File: config.mk
export PLATFORM = sky130hd
export DESIGN_NAME = mcycle_cpu_top
export DESIGN_NICKNAME = d
export VERILOG_FILES = /design/src/source/cpu_pkg.sv /design/src/source/inst_decoder.sv /design/src/source/regfile.sv /design/src/source/alu.sv /design/src/source/cycle_control.sv /design/src/source/mcycle_cpu_top.sv
export SDC_FILE = /design/constraint.sdc
export NUM_CORES = 2
export LEC_CHECK = 0
export CORE_AREA = 5 5 367 369
export CTS_CLUSTER_SIZE = 14
export DETAILED_ROUTE_END_ITERATION = 10
export DIE_AREA = 0 0 372 374
export DONT_BUFFER_PORTS = 1
export PLACE_DENSITY_LB_ADDON = 0.15
export SYNTH_ARGS = -nofsm -noshare
export SYNTH_HDL_FRONTEND = slang
export SYNTH_SLANG_ARGS = --single-unit
File: constraint.sdc
create_clock -name clk -period 6.58 [get_ports clk]
set_clock_uncertainty 0.1 [all_clocks]
set_input_delay 0.987 -clock clk [delete_from_list [all_inputs] [get_ports clk]]
set_output_delay 0.987 -clock clk [all_outputs]
set_load 0.1 [all_outputs]
File: src/source/cpu_pkg.sv
`default_nettype none

package cpu_pkg;

    // main control states.
    typedef enum logic [2:0] {
        FETCH     = 3'd0,
        DECODE    = 3'd1,
        EXECUTE   = 3'd2,
        MEMORY    = 3'd3,
        WRITEBACK = 3'd4
    } cpu_state_t;

    typedef enum logic [3:0] {
        ALU_ADD  = 4'd0,
        ALU_SUB  = 4'd1,
        ALU_SLT  = 4'd2,
        ALU_SLTU = 4'd3,
        ALU_AND  = 4'd4,
        ALU_NOR  = 4'd5,
        ALU_OR   = 4'd6,
        ALU_XOR  = 4'd7,
        ALU_SLL  = 4'd8,
        ALU_SRL  = 4'd9,
        ALU_SRA  = 4'd10,
        ALU_LUI  = 4'd11
    } alu_op_t;

    typedef struct packed {
        logic        we;
        logic [31:0] addr;
        logic [31:0] wdata;
    } mem_req_t;

    typedef struct packed {
        alu_op_t     alu_op;
        logic        src1_is_pc;
        logic        src2_is_imm;
        logic        res_from_mem;
        logic        mem_we;
        logic        gr_we;
        logic [4:0]  dest;
        logic        src_reg_is_rd;
        logic        is_branch;
        logic        is_cond_branch;
        logic        branch_on_eq;
        logic        is_jirl;
        logic        illegal;
    } ctrl_t;

    // one retired register write.
    typedef struct packed {
        logic [31:0] pc;
        logic [4:0]  wnum;
        logic [31:0] wdata;
    } wb_trace_t;

endpackage

`default_nettype wire

File: src/source/inst_decoder.sv
`timescale 1ns/1ps
`default_nettype none

module inst_decoder import cpu_pkg::*; (
    input  logic [31:0] inst_word,
    output ctrl_t       ctrl,
    output logic [31:0] imm,
    output logic [4:0]  raddr1,
    output logic [4:0]  raddr2
);

    logic [4:0] rd;
    logic [4:0] rj;
    logic [4:0] rk;
    logic       is_3r;
    logic       is_shift;
    logic       inst_add_w, inst_sub_w, inst_slt, inst_sltu;
    logic       inst_nor, inst_and, inst_or, inst_xor;
    logic       inst_slli_w, inst_srli_w, inst_srai_w;
    logic       inst_addi_w, inst_lu12i_w, inst_ld_w, inst_st_w;
    logic       inst_jirl, inst_b, inst_bl, inst_beq, inst_bne;
    logic       any_alu_rr;
    logic       any_shift;

    assign rd = inst_word[4:0];
    assign rj = inst_word[9:5];
    assign rk = inst_word[14:10];

    // 3r and shift groups share the upper opcode bits.
    assign is_3r    = (inst_word[31:20] == 12'h001);
    assign is_shift = (inst_word[31:20] == 12'h004);

    assign inst_add_w   = is_3r && (inst_word[19:15] == 5'h00);
    assign inst_sub_w   = is_3r && (inst_word[19:15] == 5'h02);
    assign inst_slt     = is_3r && (inst_word[19:15] == 5'h04);
    assign inst_sltu    = is_3r && (inst_word[19:15] == 5'h05);
    assign inst_nor     = is_3r && (inst_word[19:15] == 5'h08);
    assign inst_and     = is_3r && (inst_word[19:15] == 5'h09);
    assign inst_or      = is_3r && (inst_word[19:15] == 5'h0a);
    assign inst_xor     = is_3r && (inst_word[19:15] == 5'h0b);
    assign inst_slli_w  = is_shift && (inst_word[19:15] == 5'h01);
    assign inst_srli_w  = is_shift && (inst_word[19:15] == 5'h09);
    assign inst_srai_w  = is_shift && (inst_word[19:15] == 5'h11);
    assign inst_addi_w  = (inst_word[31:22] == 10'h00a);
    assign inst_ld_w    = (inst_word[31:22] == 10'h0a2);
    assign inst_st_w    = (inst_word[31:22] == 10'h0a6);
    assign inst_lu12i_w = (inst_word[31:25] == 7'b0001010);
    assign inst_jirl    = (inst_word[31:26] == 6'h13);
    assign inst_b       = (inst_word[31:26] == 6'h14);
    assign inst_bl      = (inst_word[31:26] == 6'h15);
    assign inst_beq     = (inst_word[31:26] == 6'h16);
    assign inst_bne     = (inst_word[31:26] == 6'h17);

    assign any_alu_rr = inst_add_w | inst_sub_w | inst_slt | inst_sltu
                      | inst_nor | inst_and | inst_or | inst_xor;
    assign any_shift  = inst_slli_w | inst_srli_w | inst_srai_w;

    always_comb begin
        ctrl = '0;
        ctrl.alu_op = ALU_ADD;
        if (inst_sub_w)   ctrl.alu_op = ALU_SUB;
        if (inst_slt)     ctrl.alu_op = ALU_SLT;
        if (inst_sltu)    ctrl.alu_op = ALU_SLTU;
        if (inst_and)     ctrl.alu_op = ALU_AND;
        if (inst_nor)     ctrl.alu_op = ALU_NOR;
        if (inst_or)      ctrl.alu_op = ALU_OR;
        if (inst_xor)     ctrl.alu_op = ALU_XOR;
        if (inst_slli_w)  ctrl.alu_op = ALU_SLL;
        if (inst_srli_w)  ctrl.alu_op = ALU_SRL;
        if (inst_srai_w)  ctrl.alu_op = ALU_SRA;
        if (inst_lu12i_w) ctrl.alu_op = ALU_LUI;

        // link writes use pc as the first operand.
        ctrl.src1_is_pc     = inst_jirl | inst_bl;
        ctrl.src2_is_imm    = any_shift | inst_addi_w | inst_ld_w | inst_st_w | inst_lu12i_w;
        ctrl.res_from_mem   = inst_ld_w;
        ctrl.mem_we         = inst_st_w;
        ctrl.gr_we          = any_alu_rr | any_shift | inst_addi_w | inst_lu12i_w
                            | inst_ld_w | inst_jirl | inst_bl;
        ctrl.dest           = inst_bl ? 5'd1 : rd;
        ctrl.src_reg_is_rd  = inst_beq | inst_bne | inst_st_w;
        ctrl.is_branch      = inst_jirl | inst_b | inst_bl | inst_beq | inst_bne;
        ctrl.is_cond_branch = inst_beq | inst_bne;
        ctrl.branch_on_eq   = inst_beq;
        ctrl.is_jirl        = inst_jirl;
        ctrl.illegal        = ~(any_alu_rr | any_shift | inst_addi_w | inst_lu12i_w
                              | inst_ld_w | inst_st_w | ctrl.is_branch);
    end

    always_comb begin
        imm = '0;
        if (any_shift)
            imm = {27'b0, inst_word[14:10]};
        else if (inst_addi_w || inst_ld_w || inst_st_w)
            imm = {{20{inst_word[21]}}, inst_word[21:10]};
        else if (inst_lu12i_w)
            imm = {inst_word[24:5], 12'b0};
        else if (inst_jirl || inst_beq || inst_bne)
            imm = {{14{inst_word[25]}}, inst_word[25:10], 2'b0};
        else if (inst_b || inst_bl)
            imm = {{4{inst_word[9]}}, inst_word[9:0], inst_word[25:10], 2'b0};
    end

    assign raddr1 = rj;
    assign raddr2 = ctrl.src_reg_is_rd ? rd : rk;

endmodule

`default_nettype wire

File: src/source/regfile.sv
`timescale 1ns/1ps
`default_nettype none

module regfile (
    input  logic        clk,
    input  logic [4:0]  raddr1,
    output logic [31:0] rdata1,
    input  logic [4:0]  raddr2,
    output logic [31:0] rdata2,
    input  logic        we,
    input  logic [4:0]  waddr,
    input  logic [31:0] wdata
);

    logic [31:0] regs [0:31];

    // r0 is never written.
    always_ff @(posedge clk) begin
        if (we && (waddr != 5'd0)) begin
            regs[waddr] <= wdata;
        end
    end

    assign rdata1 = (raddr1 == 5'd0) ? 32'd0 : regs[raddr1];
    assign rdata2 = (raddr2 == 5'd0) ? 32'd0 : regs[raddr2];

endmodule

`default_nettype wire

File: src/source/alu.sv
`timescale 1ns/1ps
`default_nettype none

module alu import cpu_pkg::*; (
    input  alu_op_t     op,
    input  logic [31:0] a,
    input  logic [31:0] b,
    output logic [31:0] result
);

    logic [4:0]  shamt;
    logic [31:0] diff;

    assign shamt = b[4:0];
    assign diff  = a - b;

    always_comb begin
        case (op)
            ALU_ADD:  result = a + b;
            ALU_SUB:  result = diff;
            ALU_SLT:  result = {31'b0, $signed(a) < $signed(b)};
            ALU_SLTU: result = {31'b0, a < b};
            ALU_AND:  result = a & b;
            ALU_NOR:  result = ~(a | b);
            ALU_OR:   result = a | b;
            ALU_XOR:  result = a ^ b;
            ALU_SLL:  result = a << shamt;
            ALU_SRL:  result = a >> shamt;
            ALU_SRA:  result = $unsigned($signed(a) >>> shamt);
            // immediate arrives already shifted.
            ALU_LUI:  result = b;
            default:  result = 32'd0;
        endcase
    end

endmodule

`default_nettype wire

File: src/source/cycle_control.sv
`timescale 1ns/1ps
`default_nettype none

module cycle_control import cpu_pkg::*; #(
    parameter logic [31:0] reset_pc = 32'h1c00_0000
) (
    input  logic        clk,
    input  logic        reset,
    output logic        inst_req,
    output logic [31:0] inst_addr,
    input  logic        inst_ack,
    input  logic [31:0] inst_rdata,
    output logic        data_req,
    output mem_req_t    data_out,
    input  logic        data_ack,
    input  logic [31:0] data_rdata,
    output logic [31:0] inst_word,
    input  ctrl_t       ctrl,
    input  logic [31:0] imm,
    input  logic [31:0] rs1_data,
    input  logic [31:0] rs2_data,
    output alu_op_t     alu_op,
    output logic [31:0] alu_a,
    output logic [31:0] alu_b,
    input  logic [31:0] alu_result,
    output logic        rf_we,
    output logic [4:0]  rf_waddr,
    output logic [31:0] rf_wdata,
    output logic        wb_valid,
    output wb_trace_t   trace
);

    cpu_state_t  state;
    logic [31:0] pc;
    logic [31:0] cur_pc;
    logic [31:0] ir;
    logic [31:0] rj_val;
    logic [31:0] rkd_val;
    logic [31:0] result_q;
    logic        ack_seen;
    logic        inst_done;
    logic        data_done;
    logic        branch_taken;
    logic [31:0] branch_target;
    logic        to_fetch;

    assign inst_done = inst_req & inst_ack;
    assign data_done = data_req & data_ack;

    // branches resolve on the register file outputs during decode.
    assign branch_taken  = ctrl.is_branch &&
                           (!ctrl.is_cond_branch ||
                            ((rs1_data == rs2_data) == ctrl.branch_on_eq));
    assign branch_target = (ctrl.is_jirl ? rs1_data : pc) + imm;
    assign to_fetch      = ctrl.illegal || (ctrl.is_branch && !ctrl.gr_we);

    always_ff @(posedge clk) begin
        if (reset) begin
            state    <= FETCH;
            pc       <= reset_pc;
            inst_req <= 1'b0;
            data_req <= 1'b0;
            ack_seen <= 1'b0;
            wb_valid <= 1'b0;
        end else begin
            case (state)
                FETCH: begin
                    if (!inst_req && !ack_seen) begin
                        inst_req <= 1'b1;
                    end else if (inst_done) begin
                        inst_req <= 1'b0;
                        ack_seen <= 1'b1;
                    end else if (ack_seen && !inst_ack) begin
                        ack_seen <= 1'b0;
                        state    <= DECODE;
                    end
                end
                DECODE: begin
                    pc    <= branch_taken ? branch_target : pc + 32'd4;
                    state <= to_fetch ? FETCH : EXECUTE;
                end
                EXECUTE: begin
                    if (ctrl.res_from_mem || ctrl.mem_we) begin
                        state <= MEMORY;
                    end else begin
                        state    <= WRITEBACK;
                        wb_valid <= 1'b1;
                    end
                end
                MEMORY: begin
                    if (!data_req && !ack_seen) begin
                        data_req <= 1'b1;
                    end else if (data_done) begin
                        data_req <= 1'b0;
                        ack_seen <= 1'b1;
                    end else if (ack_seen && !data_ack) begin
                        ack_seen <= 1'b0;
                        if (ctrl.mem_we) begin
                            state <= FETCH;
                        end else begin
                            state    <= WRITEBACK;
                            wb_valid <= 1'b1;
                        end
                    end
                end
                WRITEBACK: begin
                    wb_valid <= 1'b0;
                    state    <= FETCH;
                end
                default: state <= FETCH;
            endcase
        end
    end

    always_ff @(posedge clk) begin
        if (state == FETCH && inst_done) begin
            ir <= inst_rdata;
        end
        if (state == DECODE) begin
            cur_pc  <= pc;
            rj_val  <= rs1_data;
            rkd_val <= rs2_data;
        end
        if (state == EXECUTE) begin
            result_q       <= alu_result;
            data_out.we    <= ctrl.mem_we;
            data_out.addr  <= alu_result;
            data_out.wdata <= rkd_val;
        end
        if (state == MEMORY && data_done && ctrl.res_from_mem) begin
            result_q <= data_rdata;
        end
    end

    assign inst_addr = pc;
    assign inst_word = ir;

    // link writes add 4 to the instruction pc.
    assign alu_op = ctrl.alu_op;
    assign alu_a  = ctrl.src1_is_pc ? cur_pc : rj_val;
    assign alu_b  = ctrl.is_branch ? 32'd4 : (ctrl.src2_is_imm ? imm : rkd_val);

    assign rf_we    = wb_valid;
    assign rf_waddr = ctrl.dest;
    assign rf_wdata = result_q;

    assign trace.pc    = cur_pc;
    assign trace.wnum  = ctrl.dest;
    assign trace.wdata = result_q;

    // request fields hold while req stays high.
    a_inst_stable: assert property (@(posedge clk) disable iff (reset)
        inst_req && $past(inst_req) |-> $stable(inst_addr));

    a_data_stable: assert property (@(posedge clk) disable iff (reset)
        data_req && $past(data_req) |-> $stable(data_out));

    a_one_port: assert property (@(posedge clk) disable iff (reset)
        !(inst_req && data_req));

    a_wb_state: assert property (@(posedge clk) disable iff (reset)
        wb_valid |-> state == WRITEBACK);

endmodule

`default_nettype wire

File: src/source/mcycle_cpu_top.sv
`timescale 1ns/1ps
`default_nettype none

module mcycle_cpu_top import cpu_pkg::*; #(
    parameter logic [31:0] reset_pc = 32'h1c00_0000
) (
    input  logic        clk,
    input  logic        reset,
    output logic        inst_req,
    output logic [31:0] inst_addr,
    input  logic        inst_ack,
    input  logic [31:0] inst_rdata,
    output logic        data_req,
    output mem_req_t    data_out,
    input  logic        data_ack,
    input  logic [31:0] data_rdata,
    output logic        wb_valid,
    output wb_trace_t   trace
);

    logic [31:0] inst_word;
    ctrl_t       ctrl;
    logic [31:0] imm;
    logic [4:0]  raddr1;
    logic [4:0]  raddr2;
    logic [31:0] rs1_data;
    logic [31:0] rs2_data;
    alu_op_t     alu_op;
    logic [31:0] alu_a;
    logic [31:0] alu_b;
    logic [31:0] alu_result;
    logic        rf_we;
    logic [4:0]  rf_waddr;
    logic [31:0] rf_wdata;

    cycle_control #(
        .reset_pc (reset_pc)
    ) u_control (
        .clk        (clk),
        .reset      (reset),
        .inst_req   (inst_req),
        .inst_addr  (inst_addr),
        .inst_ack   (inst_ack),
        .inst_rdata (inst_rdata),
        .data_req   (data_req),
        .data_out   (data_out),
        .data_ack   (data_ack),
        .data_rdata (data_rdata),
        .inst_word  (inst_word),
        .ctrl       (ctrl),
        .imm        (imm),
        .rs1_data   (rs1_data),
        .rs2_data   (rs2_data),
        .alu_op     (alu_op),
        .alu_a      (alu_a),
        .alu_b      (alu_b),
        .alu_result (alu_result),
        .rf_we      (rf_we),
        .rf_waddr   (rf_waddr),
        .rf_wdata   (rf_wdata),
        .wb_valid   (wb_valid),
        .trace      (trace)
    );

    inst_decoder u_decoder (
        .inst_word (inst_word),
        .ctrl      (ctrl),
        .imm       (imm),
        .raddr1    (raddr1),
        .raddr2    (raddr2)
    );

    regfile u_regfile (
        .clk    (clk),
        .raddr1 (raddr1),
        .rdata1 (rs1_data),
        .raddr2 (raddr2),
        .rdata2 (rs2_data),
        .we     (rf_we),
        .waddr  (rf_waddr),
        .wdata  (rf_wdata)
    );

    alu u_alu (
        .op     (alu_op),
        .a      (alu_a),
        .b      (alu_b),
        .result (alu_result)
    );

endmodule

`default_nettype wire

==> impl_metrics.ini <==
[status]
status = completed

[clock_network]
clock_latency_ns = 0.81
h-tree-depth = 4
clock_sinks = 1293
root_buffer = clkbuf_16
path_clk_slew_ns = 0.06
numCtsBuffers = 141
clockBufferDepth = 3
cts_tree = yes
hold_buffers = 0

[power]
power.density_nw_per_um2 = 242
p_seq_share_pct = 46.6
internal_power_mw = 14.3
pwr-share-clk_pct = 39.3
comb_power_share_pct = 14.1
power.leakage_nw = 29.2
swShare_pct = 26.4
p_total_mw = 19.5
p_sw_mw = 5.15
irDropWorstVdd_uv = 324

[routing]
wire_per_inst_um = 36.2
drt-total-wl_um = 284000
vias = 55553
drtIter0Drc = 8599
ant_nets = 0
via_per_inst = 7.08
drc_errors = 0
dr.pass1.iters = 9

[logic_synthesis]
synth_top_flop_cell = edfxtp_1
synth_warnings = 0
ys_seq_area_share_pct = 53.8
synthCells = 5713
syn_area_per_cell_um2 = 12.5
synth_edf_count = 1249
async_flop_share_pct = 0
synth.cell_area_um2 = 71300
ys_ff_latch = 1293
yosysUniqueCellTypes = 114

[sta]
slew_headroom_pct = 13.9
hold_ws_ns = 0.145
final-setup-viol-count = 0
maxSlewViolCount = 0
post-route-period-util_pct = 98.9
fin_ws_ns = 0.0725
period_needed_ns = 6.51
fmax_ghz = 0.154
worst_pin_slew_ns = 1.29
tns_ns = 0
finalHoldViolations = 0

[final_layout]
final_cells = 7841
layout_common_cells = edfxtp_1 (1249), nand2_1 (902), mux2i_1 (453), buf_4 (424), mux4_2 (323)
nNetsFinal = 6164
layout_commonest_cell = edfxtp_1
n_fill_cell = 10295
fin_area_um2 = 80600
final_util_pct = 61.6
syn_to_final_growth_pct = 13.0
drive_above_1_share_pct = 20.2

[die]
dieArea_um2 = 139000
boundaryPins = 237
die_w_um = 372
fp.coreArea_um2 = 131000
start_util_pct = 54.5
dieHeight_um = 374
rows = 133

[setup_path]
ff2ff_path_depth = 19
required_ns = 7.15
arrival_ns = 7.08
startpoint_type = flop
critPathMaxFanout = 50
worstSetupStartpoint = u_control.inst_word[28]
rr_startpoint = u_control.inst_word[28]
regToRegSetupSlack_ns = 0.07
endpoint_kind = flop
crit_type = flop to flop
rr_endpoint = u_control.inst_addr[7]

[global_route]
grt_pass1_wl_um = 395000
grt-ovfl-total = 0
grt_max_degree = 90
grt_usage_pct = 40.1
antenna_found_initial = 26
first_global_vias = 52137

[place]
port_buffers = 0
dp_cells = 7563
hpwl_um = 191000
placed_area_um2 = 76100
gp_congestion = 1.04
pre_cts_slack_ns = 0.0644

[min_path]
hold_class = primary input to flop
min_from = reset
holdPathStages = 1
hold_end = u_control.inst_addr[15]

[run]
cap_violations = 0
==> worst max path at each step <==
| stage | end | slack, ns | depth (start not counted) |
|---|---|---|---|
| 2_1_floorplan | u_control.rf_wdata[29] | 0.02 | 29 |
| 3_3_place_gp | u_control.inst_addr[16] | 0.17 | 18 |
| 3_5_place_dp | u_control.inst_addr[7] | 0.06 | 19 |
| 4_1_cts | u_control.inst_addr[7] | 0.02 | 19 |
| 5_1_grt | u_control.rf_wdata[31] | -0.02 | 25 |
| 6_report | u_control.inst_addr[7] | 0.07 | 19 |
==> area by class of cell <==
type                            instances  area [um^2]  area share [%]
Antenna cell                           20         50.0          0.0621
Clock buffer                          181         3810            4.72
Clock inverter                         72          549           0.681
Inverter                              150          568           0.705
Multi-Input combinational cell       3902        30900            38.4
Sequential cell                      1293        38400            47.6
Tap cell                             1755         2200            2.72
Timing Repair Buffer                  468         4120            5.11
==> power groups by stage <==
stage               Clock (mW)  Combinational (mW)  Sequential (mW)
floorplan                    0                1.60             9.26
global placement             0                2.63             9.25
detailed placement           0                2.64             9.25
CTS                       7.70                2.66             9.07
global route              8.08                2.83             9.07
finish                    7.66                2.74             9.08
==> routing by layer <==
layer / vias up / GRT usage [%] / share of wire [%]
met5: - / 0 / 0.019
met4: 8 / 23.9 / 7.5
met3: 940 / 11.8 / 13
met2: 4296 / 61.0 / 45
met1: 27646 / 51.0 / 35
li1: 22663 / - / -
==> worst max-delay path, stage by stage (launching register included) <==
cell	delay (ns)
edfxtp_1	0.39
buf_4	0.19
nor3b_4	0.33
and4_4	0.58
o211a_4	0.40
buf_12	0.36
buf_4	0.43
mux2i_1	0.32
o22ai_1	0.12
o32ai_2	0.85
xnor2_1	0.21
o2111ai_1	0.12
nor4_1	0.25
buf_4	0.17
nand4_1	0.24
xnor2_2	0.33
o21a_2	0.22
buf_12	0.17
nor3_1	0.06
a2111oi_0	0.41
==> cell usage after synthesis, types with 18 or more instances <==
cell type,number,area [um^2]
ha_1,137,1710
nand4_1,37,231
dfxtp_1,44,881
or3_1,19,119
edfxtp_1,1249,37500
o211ai_1,61,458
o21bai_1,24,180
o22ai_1,38,238
a32oi_1,31,272
buf_4,48,360
o31ai_1,38,285
a211oi_1,36,270
nor2b_1,20,125
o2111ai_1,50,438
a22oi_1,22,165
a311oi_1,21,184
a221oi_1,25,219
buf_1,38,143
inv_1,147,552
buf_2,125,626
a32o_1,18,180
nor2_1,252,946
a21o_1,31,233
nor3_1,71,355
mux2i_1,455,4550
and2_1,22,138
nand2_1,902,3390
mux4_2,323,7270
buf_6,25,282
xnor2_1,40,350
o21ai_0,160,801
a31oi_1,45,282
nand3_1,307,1540
clkbuf_1,163,612
mux2_2,88,991
and3_1,43,269
a21oi_1,232,1160
==> sequential cells by signal, indices dropped and copies added, names as in the netlist, 3 cells and up, named ones only <==
signal and count:
u_control.state 3, u_control.inst_word 32, u_control.rkd_val 32, u_control.data_out 65, u_control.cur_pc 32, u_regfile.regs 1024, u_control.rf_wdata 32, u_control.inst_addr 32
u_control.rj_val 32
==> cells by family after synthesis <==
| family | share of synthesized area (%) |
|---|---|
| and+or+nand+nor | 11.0 |
| xor gates and xnor gates | 0.698 |
| DFF | 53.8 |
| buffers and inverters | 3.62 |
| adders and majority gates | 2.49 |
| muxes | 18.1 |
| other | 0.00526 |
| AOI/OAI and AO/OA | 10.2 |
==> repair_timing <==
item,CTS,global route
resized for setup,0,23
setup buffers,0,5
setup endpoints to repair,0,40
hold endpoints to repair,0,0
Power figures use the tool's default switching activity.
